## config.mk

```make
export PLATFORM = sky130hd
export DESIGN_NAME = conv_inst_top
export DESIGN_NICKNAME = d
export VERILOG_FILES = /design/src/design/inst_pkg.sv /design/src/design/loop_pkg.sv /design/src/design/inst_queue.sv /design/src/design/axi_frs.sv /design/src/design/conv_inst_loop.sv /design/src/design/conv_inst_top.sv
export VERILOG_INCLUDE_DIRS = /design/src /design/src/design
export SDC_FILE = /design/constraint.sdc
export NUM_CORES = 1
export LEC_CHECK = 0
export BUFFER_PORTS_ARGS = -buffer_cell sky130_fd_sc_hd__buf_2
export CAP_MARGIN = 10
export CORE_ASPECT_RATIO = 0.75
export CORE_MARGIN = 1
export CORE_UTILIZATION = 60
export DETAILED_ROUTE_END_ITERATION = 10
export PLACE_DENSITY_LB_ADDON = 0.2
export SLEW_MARGIN = 5
export SYNTH_ARGS = -nofsm -noshare
export SYNTH_HDL_FRONTEND = slang
export SYNTH_HIERARCHICAL = 1
export SYNTH_SLANG_ARGS = --single-unit
```

## constraint.sdc

```tcl
create_clock -name clk -period 9.3 [get_ports clk]
set_input_delay 1.86 -clock clk [delete_from_list [all_inputs] [get_ports clk]]
set_output_delay 1.86 -clock clk [all_outputs]
set_load 0.01 [all_outputs]
```

## src/design/conv_cfg.svh

```systemverilog
`ifndef CONV_CFG_SVH
`define CONV_CFG_SVH

// instruction word geometry
`define CONV_IRW 31     // bits per slot.
`define CONV_IN 3       // slots per word.

// slot 0 addressing
`define CONV_AW 14      // base address width.

// window walk
`define CONV_WIN 3      // side of the square window.

// input buffering
`define CONV_QDEPTH 4   // words held ahead of the loop.

`endif

```

## src/design/inst_pkg.sv

```systemverilog
`include "conv_cfg.svh"

package inst_pkg;

    localparam int WORD_W = `CONV_IRW * `CONV_IN;
    localparam int OP_W = 7;
    localparam int DIM_W = 7;
    localparam int SPARE_W = `CONV_IRW - 1 - OP_W - `CONV_AW - DIM_W;

    typedef logic [WORD_W-1:0] inst_word_t;     // all three slots.
    typedef logic [`CONV_AW-1:0] base_t;
    typedef logic [DIM_W-1:0] dim_t;
    typedef logic [OP_W-1:0] opcode_t;

    // low slot, read as conv or as fc depending on fc_bit
    typedef union packed {
        struct packed {
            logic [SPARE_W-1:0] spare;
            dim_t dim0;                         // row pitch of the window.
            base_t base;
            opcode_t opcode;
            logic fc_bit;
        } conv;
        struct packed {
            logic [SPARE_W-1:0] spare;
            dim_t ch_cnt;                       // channels of the fc layer.
            base_t base;
            opcode_t opcode;
            logic fc_bit;
        } fc;
    } slot0_u;

endpackage

```

## src/design/loop_pkg.sv

```systemverilog
`include "conv_cfg.svh"

package loop_pkg;

    localparam int STEPS = `CONV_WIN * `CONV_WIN;

    typedef logic [3:0] step_t;

    localparam step_t STEP_LAST = step_t'(STEPS - 1);

    typedef enum logic [1:0] {
        WIN_FIRST,          // base of the instruction.
        WIN_NEXT_COL,       // previous base plus one.
        WIN_NEXT_ROW        // row start plus dim0.
    } step_kind_e;

    // kind of the step that follows cur in a row-major walk
    function automatic step_kind_e next_kind(step_t cur);
        int nxt;
        nxt = int'(cur) + 1;
        if ((nxt % `CONV_WIN) == 0) begin
            return WIN_NEXT_ROW;
        end
        return WIN_NEXT_COL;
    endfunction

endpackage

```

## src/design/inst_queue.sv

```systemverilog
`include "conv_cfg.svh"

module inst_queue (
    input  logic                 clk,
    input  logic                 rst_n,
    input  inst_pkg::inst_word_t in_inst,
    input  logic                 in_valid,
    output logic                 in_ready,
    output inst_pkg::inst_word_t q_inst,
    output logic                 q_valid,
    input  logic                 q_ready
);

    localparam int DEPTH = `CONV_QDEPTH;
    localparam int PW = (DEPTH > 1) ? $clog2(DEPTH) : 1;
    localparam int CW = $clog2(DEPTH + 1);

    inst_pkg::inst_word_t mem [DEPTH];
    logic [PW-1:0] wr_ptr;
    logic [PW-1:0] rd_ptr;
    logic [CW-1:0] count;
    logic          wr;
    logic          rd;

    function automatic logic [PW-1:0] bump(logic [PW-1:0] p);
        return (p == PW'(DEPTH - 1)) ? '0 : p + 1'b1;
    endfunction

    assign in_ready = (count != CW'(DEPTH));
    assign q_valid  = (count != '0);
    assign q_inst   = mem[rd_ptr];
    assign wr       = in_valid && in_ready;
    assign rd       = q_valid && q_ready;

    always_ff @(posedge clk or negedge rst_n) begin
        if (!rst_n) begin
            wr_ptr <= '0;
            rd_ptr <= '0;
            count  <= '0;
        end else begin
            if (wr) begin
                wr_ptr <= bump(wr_ptr);
            end
            if (rd) begin
                rd_ptr <= bump(rd_ptr);
            end
            case ({wr, rd})
                2'b10:   count <= count + 1'b1;
                2'b01:   count <= count - 1'b1;
                default: count <= count;     // both or neither.
            endcase
        end
    end

    always_ff @(posedge clk) begin
        if (wr) begin
            mem[wr_ptr] <= in_inst;
        end
    end

    // pointers meet only when the queue is empty or full
    a_ptr_count: assert property (@(posedge clk) disable iff (!rst_n)
        (wr_ptr == rd_ptr) == (!q_valid || !in_ready));

endmodule

```

## src/design/axi_frs.sv

```systemverilog
module axi_frs #(
    parameter int DW = 32
) (
    input  logic          clk,
    input  logic          rst_n,
    input  logic [DW-1:0] m_data,
    input  logic          m_valid,
    output logic          m_ready,
    output logic [DW-1:0] s_data,
    output logic          s_valid,
    input  logic          s_ready
);

    logic [DW-1:0] skid_data;
    logic          skid_valid;
    logic          out_free;
    logic          take;

    assign m_ready  = !skid_valid;              // registered, no path from s_ready.
    assign out_free = s_ready || !s_valid;
    assign take     = m_valid && m_ready;

    always_ff @(posedge clk or negedge rst_n) begin
        if (!rst_n) begin
            s_valid    <= 1'b0;
            skid_valid <= 1'b0;
        end else if (out_free) begin
            s_valid    <= skid_valid || take;
            skid_valid <= 1'b0;
        end else if (take) begin
            skid_valid <= 1'b1;                 // output stalled, park it.
        end
    end

    always_ff @(posedge clk) begin
        if (out_free) begin
            if (skid_valid) begin
                s_data <= skid_data;            // drain skid first.
            end else if (take) begin
                s_data <= m_data;
            end
        end else if (take) begin
            skid_data <= m_data;
        end
    end

    // input side obeys valid/ready while stalled
    a_hold_stalled: assert property (@(posedge clk) disable iff (!rst_n)
        m_valid && !m_ready |=> m_valid && $stable(m_data));

endmodule

```

## src/design/conv_inst_loop.sv

```systemverilog
`include "conv_cfg.svh"

module conv_inst_loop (
    input  logic                 clk,
    input  logic                 rst_n,
    input  inst_pkg::inst_word_t m_inst,
    input  logic                 m_valid,
    output logic                 m_ready,
    output inst_pkg::inst_word_t s_inst,
    output logic                 s_valid,
    input  logic                 s_ready
);

    localparam int IW = `CONV_IRW * `CONV_IN;

    inst_pkg::inst_word_t word_q;
    inst_pkg::slot0_u     in_slot;
    inst_pkg::slot0_u     cur_slot;
    inst_pkg::slot0_u     out_slot;
    inst_pkg::base_t      base_q;
    inst_pkg::base_t      row_q;
    inst_pkg::base_t      next_base;
    inst_pkg::inst_word_t frs_data;
    loop_pkg::step_t      step_q;
    loop_pkg::step_kind_e kind;
    logic                 busy_q;
    logic                 last;
    logic                 push;
    logic                 load;
    logic                 advance;
    logic                 frs_ready;

    assign in_slot  = m_inst[`CONV_IRW-1:0];
    assign cur_slot = word_q[`CONV_IRW-1:0];

    // fc words end after their single push
    assign last    = busy_q && (cur_slot.conv.fc_bit || step_q == loop_pkg::STEP_LAST);
    assign push    = busy_q && frs_ready;
    assign m_ready = !busy_q || (last && frs_ready);
    assign load    = m_valid && m_ready;
    assign advance = push && !last;

    always_comb begin
        if (load) begin
            kind = loop_pkg::WIN_FIRST;
        end else begin
            kind = loop_pkg::next_kind(step_q);
        end
    end

    always_comb begin
        case (kind)
            loop_pkg::WIN_FIRST:    next_base = in_slot.conv.base;
            loop_pkg::WIN_NEXT_COL: next_base = base_q + inst_pkg::base_t'(1);
            loop_pkg::WIN_NEXT_ROW:
                next_base = row_q + inst_pkg::base_t'(cur_slot.conv.dim0);
            default:                next_base = base_q;
        endcase
    end

    always_comb begin
        out_slot           = cur_slot;
        out_slot.conv.base = base_q;        // same bits back for fc.
    end

    assign frs_data = {word_q[IW-1:`CONV_IRW], out_slot};

    always_ff @(posedge clk or negedge rst_n) begin
        if (!rst_n) begin
            busy_q <= 1'b0;
            step_q <= '0;
        end else if (load) begin
            busy_q <= 1'b1;
            step_q <= '0;
        end else if (push && last) begin
            busy_q <= 1'b0;
        end else if (advance) begin
            step_q <= step_q + 1'b1;
        end
    end

    always_ff @(posedge clk) begin
        if (load) begin
            word_q <= m_inst;
        end
        if (load || advance) begin
            base_q <= next_base;
            if (kind != loop_pkg::WIN_NEXT_COL) begin
                row_q <= next_base;         // new row start.
            end
        end
    end

    axi_frs #(
        .DW(IW)
    ) i_axi_frs (
        .clk    (clk),
        .rst_n  (rst_n),
        .m_data (frs_data),
        .m_valid(busy_q),
        .m_ready(frs_ready),
        .s_data (s_inst),
        .s_valid(s_valid),
        .s_ready(s_ready)
    );

    a_step_range: assert property (@(posedge clk) disable iff (!rst_n)
        step_q <= loop_pkg::STEP_LAST);

endmodule

```

## src/design/conv_inst_top.sv

```systemverilog
module conv_inst_top (
    input  logic                 clk,
    input  logic                 rst_n,
    input  inst_pkg::inst_word_t in_inst,
    input  logic                 in_valid,
    output logic                 in_ready,
    output inst_pkg::inst_word_t out_inst,
    output logic                 out_valid,
    input  logic                 out_ready
);

    inst_pkg::inst_word_t q_inst;
    logic                 q_valid;
    logic                 q_ready;

    inst_queue i_inst_queue (
        .clk     (clk),
        .rst_n   (rst_n),
        .in_inst (in_inst),
        .in_valid(in_valid),
        .in_ready(in_ready),
        .q_inst  (q_inst),
        .q_valid (q_valid),
        .q_ready (q_ready)
    );

    conv_inst_loop i_conv_inst_loop (
        .clk    (clk),
        .rst_n  (rst_n),
        .m_inst (q_inst),
        .m_valid(q_valid),
        .m_ready(q_ready),
        .s_inst (out_inst),
        .s_valid(out_valid),
        .s_ready(out_ready)
    );

endmodule

```

==> impl_metrics.toml, run 1 <==
[run_status]
run_status = "completed"

[drt]
drt.antenna.violating_nets = 0
wl_met2_um = 22900
mean_routed_wirelength_per_cell_um = 23.5
num_vias = 11900
detail_route.vias_per_cell = 5.89
route.layer.met1.wl_um = 20700
detailedRoute.firstIterationViolations = 871
highest-signal-layer = "met5"
detail_route.first_pass.iterations = 5
route.final.wire_length_um = 47500
drcViolationCount = 0
route.met3.wl_um = 2910

[worst_setup_path]
cpMaxStageDelayCell = "dfrtp_1"
timing.critical_path.fanout_max = 15
r2r-end = "i_conv_inst_loop/row_q[2]"
critical_path.max_stage_delay_ns = 0.63
critical_path_buf_inv_count = 2
reg2reg_start = "i_conv_inst_loop/step_q[0]"
critical_path.top_delay_family = "compound AO/OA/AOI/OAI gates"
timing.critical_path.cells = "ha_1, and3_1, ha_1, or4bb_1, nand4_1, o22a_2, ha_1, o21bai_1, a211oi_2, xor2_1, inv_1, ha_1, inv_1, o311ai_1, a21oi_2, o21a_4, a21o_1"
setup.worst_path.end_class = "register"
critPathRequiredTime_ns = 9.54
critical_path.most_common_cell = "ha_1"
critPathKind = "register to register"
ff2ff_path_depth = 17
rrSetupSlack_ns = 3.51
critical_path.startpoint_type = "register"
critical_path_cell_count = 17
worst_ep_arrival_time_ns = 6.03

[min_path]
min_from = "i_conv_inst_loop/word_q[91]"
hold_end = "i_conv_inst_loop/i_axi_frs/skid_data[91]"
timing.hold.worst.class = "register to register"
holdPathStages = 0

[place]
dp_hpwl_um = 27400
placed_cells = 1907
port_buffers = 191
gpl.final_weighted_congestion = 0.833

[yosys]
yosys.area.top_type = "edfxtp_1"
seq_cells_post_synth = 679
synth_cells = 1183
synth_fp_nets = 1303
synthDistinctLibCells = 74
netlist_area_um2 = 25900
yosys_most_used_dff = "edfxtp_1"
synth.area.top_cells = "edfxtp_1, mux4_2, mux2_2, mux2_4, dfrtp_1"
synth_commonest_cells = "edfxtp_1, mux4_2, mux2_2"
ys_async_sr_fraction = 0.0206
synth_warnings = 6
yosysMostFrequentCell = "edfxtp_1"
post_synth.cell_area_avg_um2 = 21.9
synth_top_area_share = 0.771
synth_edf_count = 665
synth-seq-area-share = 0.784

[die]
floorplan.io_pins = 192
total_core_area_um2 = 42300
row_count = 65
dieArea_um2 = 44000
start_util = 0.613
die_w_um = 242
die_h_um = 182

[timing]
rsz_0062_raised_after_global_routing = "false"
setup_total_negative_slack_ns = 0
max_slew_margin = 0.328
finalCriticalPeriod_ns = 5.79
max_slew.worst_pin.slew_ns = 1.01
period_share = 0.622
fmax_mhz = 173
final-setup-viol-count = 0
final_hold_vios = 0
fin_worst_skew_ns = 0.0215
hold-worst-slack_ns = 0.447
slew_violations = 0

[cells_and_area]
finalNonFillerCells = 2026
layout.core_utilization = 0.692
final_layout_size_suffix_gt1_frac = 0.348
finalNetCount = 1521
synthToLayoutAreaGrowth_pct = 12.9

[flow_run]
cap_violations = 0

[power]
leakagePower_nw = 10.0
max-vdd-ir-drop_mv = 0.214
power_per_cell_area_nw_per_um2 = 320

[grt]
grt_first_pass_wirelength_um = 72900
initial_antenna_violation_count = 10
global_route.overflow_total = 0
grt_start_max_net_pins = 77
grt_util_all_layers = 0.221
first_global_vias = 12300

[clocking]
cts_setup_buffers = 0
cts.root.buffer_cell = "clkbuf_16"
cts_max_level = 2
cts_resized = 0
cts_hold_buf = 0
cts_buffer_count = 61
clock_latency_ns = 0.62
cts.reportedPaths.clkPinSlew_ns = 0.06
clock_tree_from_tritoncts = "yes"
clock_tree.buffer_depth = 3
clock_sinks = 679
==> routing by layer <==
| metal | track usage | vias up |
|---|---|---|
| met2 | 0.361 | 360 |
| met1 | 0.308 | 6188 |
| li1 | - | 5296 |
| met3 | 0.0464 | 74 |
| met5 | 0 | - |
| met4 | 0.0575 | 8 |
==> through the flow <==
stage / setup WS (ns) / total power (W) / cell area (µm²)
3_3_place_gp: 3.77 / 0.00705 / 27400
6_report: 3.51 / 0.00936 / 29200
3_5_place_dp: 3.59 / 0.00713 / 27400
5_1_grt: 3.03 / 0.00980 / 29200
4_1_cts: 3.56 / 0.00946 / 29200
2_1_floorplan: 3.09 / 0.00646 / 25900
==> cell usage in the layout, fill, tap and decap left out, types with 7 or more instances in the layout <==
cell type	n
clkbuf_1	14
a21oi_1	8
edfxtp_1	665
mux2_2	69
clkbuf_16	61
clkinv_1	20
o2111ai_1	8
nand2_1	26
buf_4	10
nand3_1	13
xnor2_1	15
and3_1	8
mux4_2	93
mux2i_1	7
inv_1	18
mux2_4	28
xor2_1	17
ha_1	21
clkinv_2	11
nor2_1	23
dfrtp_1	11
buf_2	191
==> worst max path at each step <==
stage,slack (ns),start,end
after floorplan,3.09,out_ready,i_conv_inst_loop/i_axi_frs/skid_data[0]
after global placement,3.77,i_conv_inst_loop/step_q[0],i_conv_inst_loop/row_q[10]
after detailed placement,3.59,i_conv_inst_loop/step_q[0],i_conv_inst_loop/row_q[11]
after CTS,3.56,i_conv_inst_loop/step_q[0],i_conv_inst_loop/row_q[13]
after global routing,3.03,i_conv_inst_loop/step_q[0],i_conv_inst_loop/row_q[7]
final,3.51,i_conv_inst_loop/step_q[0],i_conv_inst_loop/row_q[2]
==> power breakdown <==
group          switching [W]  internal, W  total (W)
combinational        0.00124      0.00102    0.00226
sequential          0.000371      0.00442    0.00479
clock                0.00105      0.00126    0.00231
==> registers in the layout, indices dropped and copies added (netlist names) <==
register / cells
i_conv_inst_loop/step_q: 4
i_inst_queue/rd_ptr: 2
i_conv_inst_loop/word_q: 79
i_conv_inst_loop/i_axi_frs/s_valid: 1
i_inst_queue/mem: 372
i_conv_inst_loop/i_axi_frs/s_data: 93
i_conv_inst_loop/i_axi_frs/skid_valid: 1
i_conv_inst_loop/base_q: 14
i_conv_inst_loop/row_q: 14
i_conv_inst_loop/i_axi_frs/skid_data: 93
i_inst_queue/count: 3
i_inst_queue/wr_ptr: 2
i_conv_inst_loop/busy_q: 1
==> kinds of logic (layout without fill, tap and decap cells) <==
| kind of cell | Yosys count | after routing | share of synthesized area |
|---|---|---|---|
| and+or+nand+nor | 113 | 113 | 0.0233 |
| other | 0 | 6 | 0 |
| buffers and inverters | 67 | 335 | 0.0161 |
| adders and majority gates | 23 | 23 | 0.0117 |
| DFF | 679 | 679 | 0.784 |
| xor gates and xnor gates | 32 | 32 | 0.0108 |
| muxes | 197 | 197 | 0.130 |
| AOI/OAI and AO/OA | 72 | 72 | 0.0242 |
==> worst reg2reg max path, delay by kind of cell (launching register included) <==
family	cells	cell delay (ns)
AOI/OAI and AO/OA	7	2.06
DFF	1	0.63
buffers and inverters	2	0.18
xor gates and xnor gates	1	0.24
adders and majority gates	4	1.40
and+or+nand+nor	3	0.93
==> area by class of cell <==
class / count / area [µm²]
tap: 569 / 712
sequential: 679 / 20300
inverter: 20 / 77.6
fill: 2659 / 13000
timing repair buffer: 202 / 1050
antenna: 6 / 15.0
clock buffer: 75 / 1580
clock inverter: 38 / 274
multi-input combinational: 437 / 5210
No activity file was read; power rests on OpenSTA's default activity.
==> run 2: changes to the inputs <==
- clock period: 9.3 -> 5.7 ns (I/O delays scaled with it)
==> impl_metrics.toml, run 2 (same netlist as run 1, synthesis figures left out) <==
[die]
dieArea_um2 = 44000
start_util = 0.613
total_core_area_um2 = 42300
die_h_um = 182
row_count = 65
die_w_um = 242
floorplan.io_pins = 192

[drt]
mean_routed_wirelength_per_cell_um = 23.3
drt.antenna.violating_nets = 0
detail_route.first_pass.iterations = 4
detail_route.vias_per_cell = 5.83
detailedRoute.firstIterationViolations = 969
route.final.wire_length_um = 47300
num_vias = 11800
drcViolationCount = 0

[cells_and_area]
largest_reg_flops = 372
most_frequent_cells_in_the_layout = "edfxtp_1, buf_2, mux4_2"
most_common_cell_after_layout_fill_and_taps_aside = "edfxtp_1"
finalNetCount = 1529
synthToLayoutAreaGrowth_pct = 13.3
final_layout_size_suffix_gt1_frac = 0.353
layout.core_utilization = 0.694
fill_cells = 2637
max_flop_register = "i_inst_queue/mem"
top_regs = "i_inst_queue/mem x372, i_conv_inst_loop/i_axi_frs/s_data x93, i_conv_inst_loop/i_axi_frs/skid_data x93"

[clocking]
cts.reportedPaths.clkPinSlew_ns = 0.06
clock_tree.buffer_depth = 3
clock_tree_from_tritoncts = "yes"
clock_latency_ns = 0.61
cts.root.buffer_cell = "clkbuf_16"
cts_max_level = 2
clock_sinks = 679
cts_buffer_count = 60

[flow_run]
cap_violations = 0

[power]
max-vdd-ir-drop_mv = 0.306
seq_power_share = 0.509
power.net_switching_w = 0.00438
switching_share = 0.284
power_frac_comb = 0.239
power_per_cell_area_nw_per_um2 = 526
p_clk_frac = 0.252
internal-power_w = 0.0111
leakagePower_nw = 10.1

[timing]
final-setup-viol-count = 0
period_share = 0.906
setup_total_negative_slack_ns = 0
slew_violations = 0
rsz_0062_raised_after_global_routing = "false"
fin_worst_skew_ns = 0.0168
final_hold_vios = 0
max_slew.worst_pin.slew_ns = 1.16
fmax_mhz = 194
max_slew_margin = 0.224
finalCriticalPeriod_ns = 5.16

[worst_setup_path]
cpMaxStageDelayCell = "dfrtp_1"
critPathRequiredTime_ns = 6.01
critPathKind = "register to register"
timing.critical_path.fanout_max = 14
critical_path.max_stage_delay_ns = 0.49
critical_path.startpoint_type = "register"
worst_ep_arrival_time_ns = 5.47
timing.critical_path.cells = "inv_1, nor2_1, nand2_1, xnor2_1, ha_1, or4bb_1, nand4_1, o22a_2, ha_1, o21bai_1, a211oi_2, xor2_1, inv_1, ha_1, and2_1, o221a_2, mux2i_1, a31o_2, o21a_4, a21o_1, buf_4"
setup.worst_path.end_class = "register"
critical_path.most_common_cell = "ha_1"

[place]
dp_hpwl_um = 27900
port_buffers = 191
gpl.final_weighted_congestion = 0.836

[grt]
grt_first_pass_wirelength_um = 72500
grt_util_all_layers = 0.220
grt_start_max_net_pins = 75
initial_antenna_violation_count = 6
global_route.overflow_total = 0
first_global_vias = 12200

[run_status]
run_status = "completed"

[min_path]
timing.hold.worst.class = "register to register"
## run 2: changes by cell type in the layout (fill, tap and decap cells not counted), moves of 5 or more
cell	previous run	this run
buf_4	10	19
clkbuf_1	14	19
clkinv_1	20	12
clkinv_2	11	6
## run 2: critical path: cells and delay by family, from the launching register on
family | cells | cell delay, ns
buffers and inverters | 3 | 0.38
AO/OA/AOI/OAI | 7 | 1.74
adder cells (fa/ha/maj) | 3 | 0.96
multiplexers | 1 | 0.18
XOR/XNOR | 2 | 0.40
flip-flops | 1 | 0.49
AND/OR/NAND/NOR | 5 | 0.72
## run 2: what timing repair did
action / 4_1_cts / 5_1_grt
hold endpoints to repair: 0 / 0
hold buffers: 0 / 0
endpoints found under the setup margin: 0 / 14
buffers inserted: 0 / 0
resized for setup: 0 / 1
## run 2: stage by stage
step                      instances  instance area, µm²  hold WS, ns  total power [W]  worst slack (ns)
after CTS                      2026               29300        0.431           0.0156             0.424
after global routing           2027               29300        0.449           0.0162             0.107
final                          2030               29300        0.438           0.0154             0.537
after global placement         1916               27400        0.425           0.0115             0.500
after floorplan                1183               25900        0.422           0.0105             0.211
after detailed placement       1916               27400        0.431           0.0117             0.442
## run 2: metal layers
metal | GRT usage | up-vias | part of all wire | wire (µm)
li1 | - | 5313 | - | -
met1 | 0.319 | 6113 | 0.44 | 20800
met2 | 0.350 | 351 | 0.48 | 22800
met3 | 0.0430 | 62 | 0.061 | 2890
met4 | 0.0527 | 6 | 0.018 | 836
met5 | 0 | - | 0.00087 | 41
## run 2: final timing paths
check	from	to	slack, ns	cells after the start
min reg2reg	i_conv_inst_loop/word_q[89]	i_conv_inst_loop/i_axi_frs/skid_data[89]	0.44	0
max reg2reg	i_conv_inst_loop/step_q[1]	i_conv_inst_loop/row_q[7]	0.54	21
min in group asynchronous	rst_n	i_conv_inst_loop/step_q[2]	0.45	1
max	i_conv_inst_loop/step_q[1]	i_conv_inst_loop/row_q[7]	0.54	21
max in group asynchronous	rst_n	i_inst_queue/rd_ptr[0]	4.94	1
min	i_conv_inst_loop/word_q[89]	i_conv_inst_loop/i_axi_frs/skid_data[89]	0.44	0
## run 2: cell type report
type / instances / area, µm² / area share
sequential: 679 / 20300 / 0.693
antenna: 4 / 10.0 / 0.000341
inverter: 20 / 77.6 / 0.00264
clock buffer: 81 / 1610 / 0.0549
tap: 569 / 712 / 0.0243
clock inverter: 29 / 277 / 0.00942
multi-input combinational: 437 / 5210 / 0.177
timing repair buffer: 211 / 1120 / 0.0381
## run 2: power groups by stage
stage,clock [W],combinational [W],sequential [W]
CTS,0.00398,0.00373,0.00787
floorplan,0,0.00284,0.00771
detailed placement,0,0.00372,0.00796
global placement,0,0.00365,0.00789
global route,0.00417,0.00401,0.00799
finish,0.00389,0.00370,0.00785
==> run 3: changes to the inputs <==
- PLACE_DENSITY: default -> 0.89
- PLACE_DENSITY_LB_ADDON: 0.2 -> default
==> impl_metrics.toml, run 3 (same netlist as run 1, synthesis figures left out) <==
[run_status]
run_status = "completed"

[clocking]
clock_tree.buffer_depth = 3
cts_max_level = 2
cts.root.buffer_cell = "clkbuf_16"
cts_setup_buffers = 0
cts.reportedPaths.clkPinSlew_ns = 0.07
clock_sinks = 679
clock_tree_from_tritoncts = "yes"
cts_buffer_count = 59
clock_latency_ns = 0.60

[power]
max-vdd-ir-drop_mv = 0.294
power_per_cell_area_nw_per_um2 = 529
leakagePower_nw = 10.1
p_total_w = 0.0156

[cells_and_area]
synthToLayoutAreaGrowth_pct = 13.4
final_layout_size_suffix_gt1_frac = 0.359
finalNonFillerCells = 2028
finalNetCount = 1526
max_flop_register = "i_inst_queue/mem"
fill_cells = 2538
most_common_cell_after_layout_fill_and_taps_aside = "edfxtp_1"
layout.core_utilization = 0.695
most_frequent_cells_in_the_layout = "edfxtp_1, buf_2, mux4_2"
largest_reg_flops = 372
top_regs = "i_inst_queue/mem x372, i_conv_inst_loop/i_axi_frs/s_data x93, i_conv_inst_loop/i_axi_frs/skid_data x93"

[grt]
global_route.overflow_total = 0
grt_start_max_net_pins = 70
grt_util_all_layers = 0.223
initial_antenna_violation_count = 8
grt_first_pass_wirelength_um = 73700
first_global_vias = 12100

[worst_setup_path]
worst_ep_arrival_time_ns = 5.53
critical_path_buf_inv_count = 2
critical_path.startpoint_type = "register"
critical_path.most_common_cell = "ha_1"
setup.worst_path.end_class = "register"
timing.critical_path.fanout_max = 14
critical_path.max_stage_delay_ns = 0.51
critPathRequiredTime_ns = 5.98
timing.critical_path.cells = "ha_2, and3_1, ha_1, or4bb_1, nand4_1, o22a_2, ha_1, o21bai_1, a211oi_2, xor2_1, inv_1, ha_1, and2_1, o221a_2, mux2i_1, a31o_2, o21a_4, a21o_1, buf_4"
critical_path.top_delay_family = "compound AO/OA/AOI/OAI gates"
cpMaxStageDelayCell = "dfrtp_2"
critPathKind = "register to register"

[die]
total_core_area_um2 = 42300
dieArea_um2 = 44000
floorplan.io_pins = 192
die_h_um = 182
die_w_um = 242
row_count = 65
start_util = 0.613

[drt]
num_vias = 12000
route.final.wire_length_um = 48200
detail_route.vias_per_cell = 5.91
detailedRoute.firstIterationViolations = 1141
drcViolationCount = 0
drt.antenna.violating_nets = 0
mean_routed_wirelength_per_cell_um = 23.8
detail_route.first_pass.iterations = 5

[timing]
setup_total_negative_slack_ns = 0
final-setup-viol-count = 0
rsz_0062_raised_after_global_routing = "false"
finalCriticalPeriod_ns = 5.25
max_slew.worst_pin.slew_ns = 1.12
max_slew_margin = 0.255
fmax_mhz = 191
period_share = 0.920
final_hold_vios = 0
fin_worst_skew_ns = 0.0293
slew_violations = 0

[min_path]
timing.hold.worst.class = "register to register"

[flow_run]
cap_violations = 0

[place]
dp_hpwl_um = 28800
placed_cells = 1914
gpl.final_weighted_congestion = 0.842
port_buffers = 191
run 3: timing repair:
item	in CTS	in global routing
resized for setup	0	2
setup endpoints to repair	0	15
hold endpoints to repair	0	0
hold buffers	0	0
run 3: cell type report:
cell class | instances | area [µm²] | area share
Antenna cell | 3 | 7.51 | 0.000256
Clock buffer | 67 | 1530 | 0.0520
Clock inverter | 44 | 420 | 0.0143
Inverter | 20 | 77.6 | 0.00264
Multi-Input combinational cell | 437 | 5210 | 0.177
Sequential cell | 679 | 20300 | 0.692
Tap cell | 569 | 712 | 0.0242
Timing Repair Buffer | 209 | 1090 | 0.0371
run 3: final timing paths:
check                      cells after the start                   startpoint  slack [ns]                                        to
max reg2reg                                   19   i_conv_inst_loop/step_q[0]        0.45                 i_conv_inst_loop/row_q[8]
max                                           19   i_conv_inst_loop/step_q[0]        0.45                 i_conv_inst_loop/row_q[8]
min                                            0  i_conv_inst_loop/word_q[58]        0.44  i_conv_inst_loop/i_axi_frs/skid_data[58]
min reg2reg                                    0  i_conv_inst_loop/word_q[58]        0.44  i_conv_inst_loop/i_axi_frs/skid_data[58]
max in group asynchronous                      1                        rst_n        4.94                    i_inst_queue/rd_ptr[1]
min in group asynchronous                      1                        rst_n        0.45                i_conv_inst_loop/step_q[1]
run 3: metrics by stage:
| stage | area (µm²) | hold slack, ns | worst slack, ns |
|---|---|---|---|
| 3_3_place_gp | 27400 | 0.427 | 0.400 |
| 2_1_floorplan | 25900 | 0.422 | 0.211 |
| 4_1_cts | 29400 | 0.435 | 0.243 |
| 6_report | 29400 | 0.442 | 0.454 |
| 3_5_place_dp | 27400 | 0.431 | 0.288 |
| 5_1_grt | 29400 | 0.449 | 0.0803 |
run 3: metal layers:
| layer | wire length [µm] | track usage | part of all wire |
|---|---|---|---|
| met5 | 55 | 0 | 0.0011 |
| met3 | 2830 | 0.0430 | 0.059 |
| met4 | 750 | 0.0496 | 0.016 |
| met2 | 23600 | 0.359 | 0.49 |
| met1 | 20900 | 0.323 | 0.43 |
run 3: where the power goes:
group | total [W] | internal [W] | switching, W
logic | 0.00363 | 0.00168 | 0.00195
registers | 0.00794 | 0.00720 | 0.000733
clock network | 0.00399 | 0.00228 | 0.00171
total | 0.0156 | 0.0112 | 0.00439
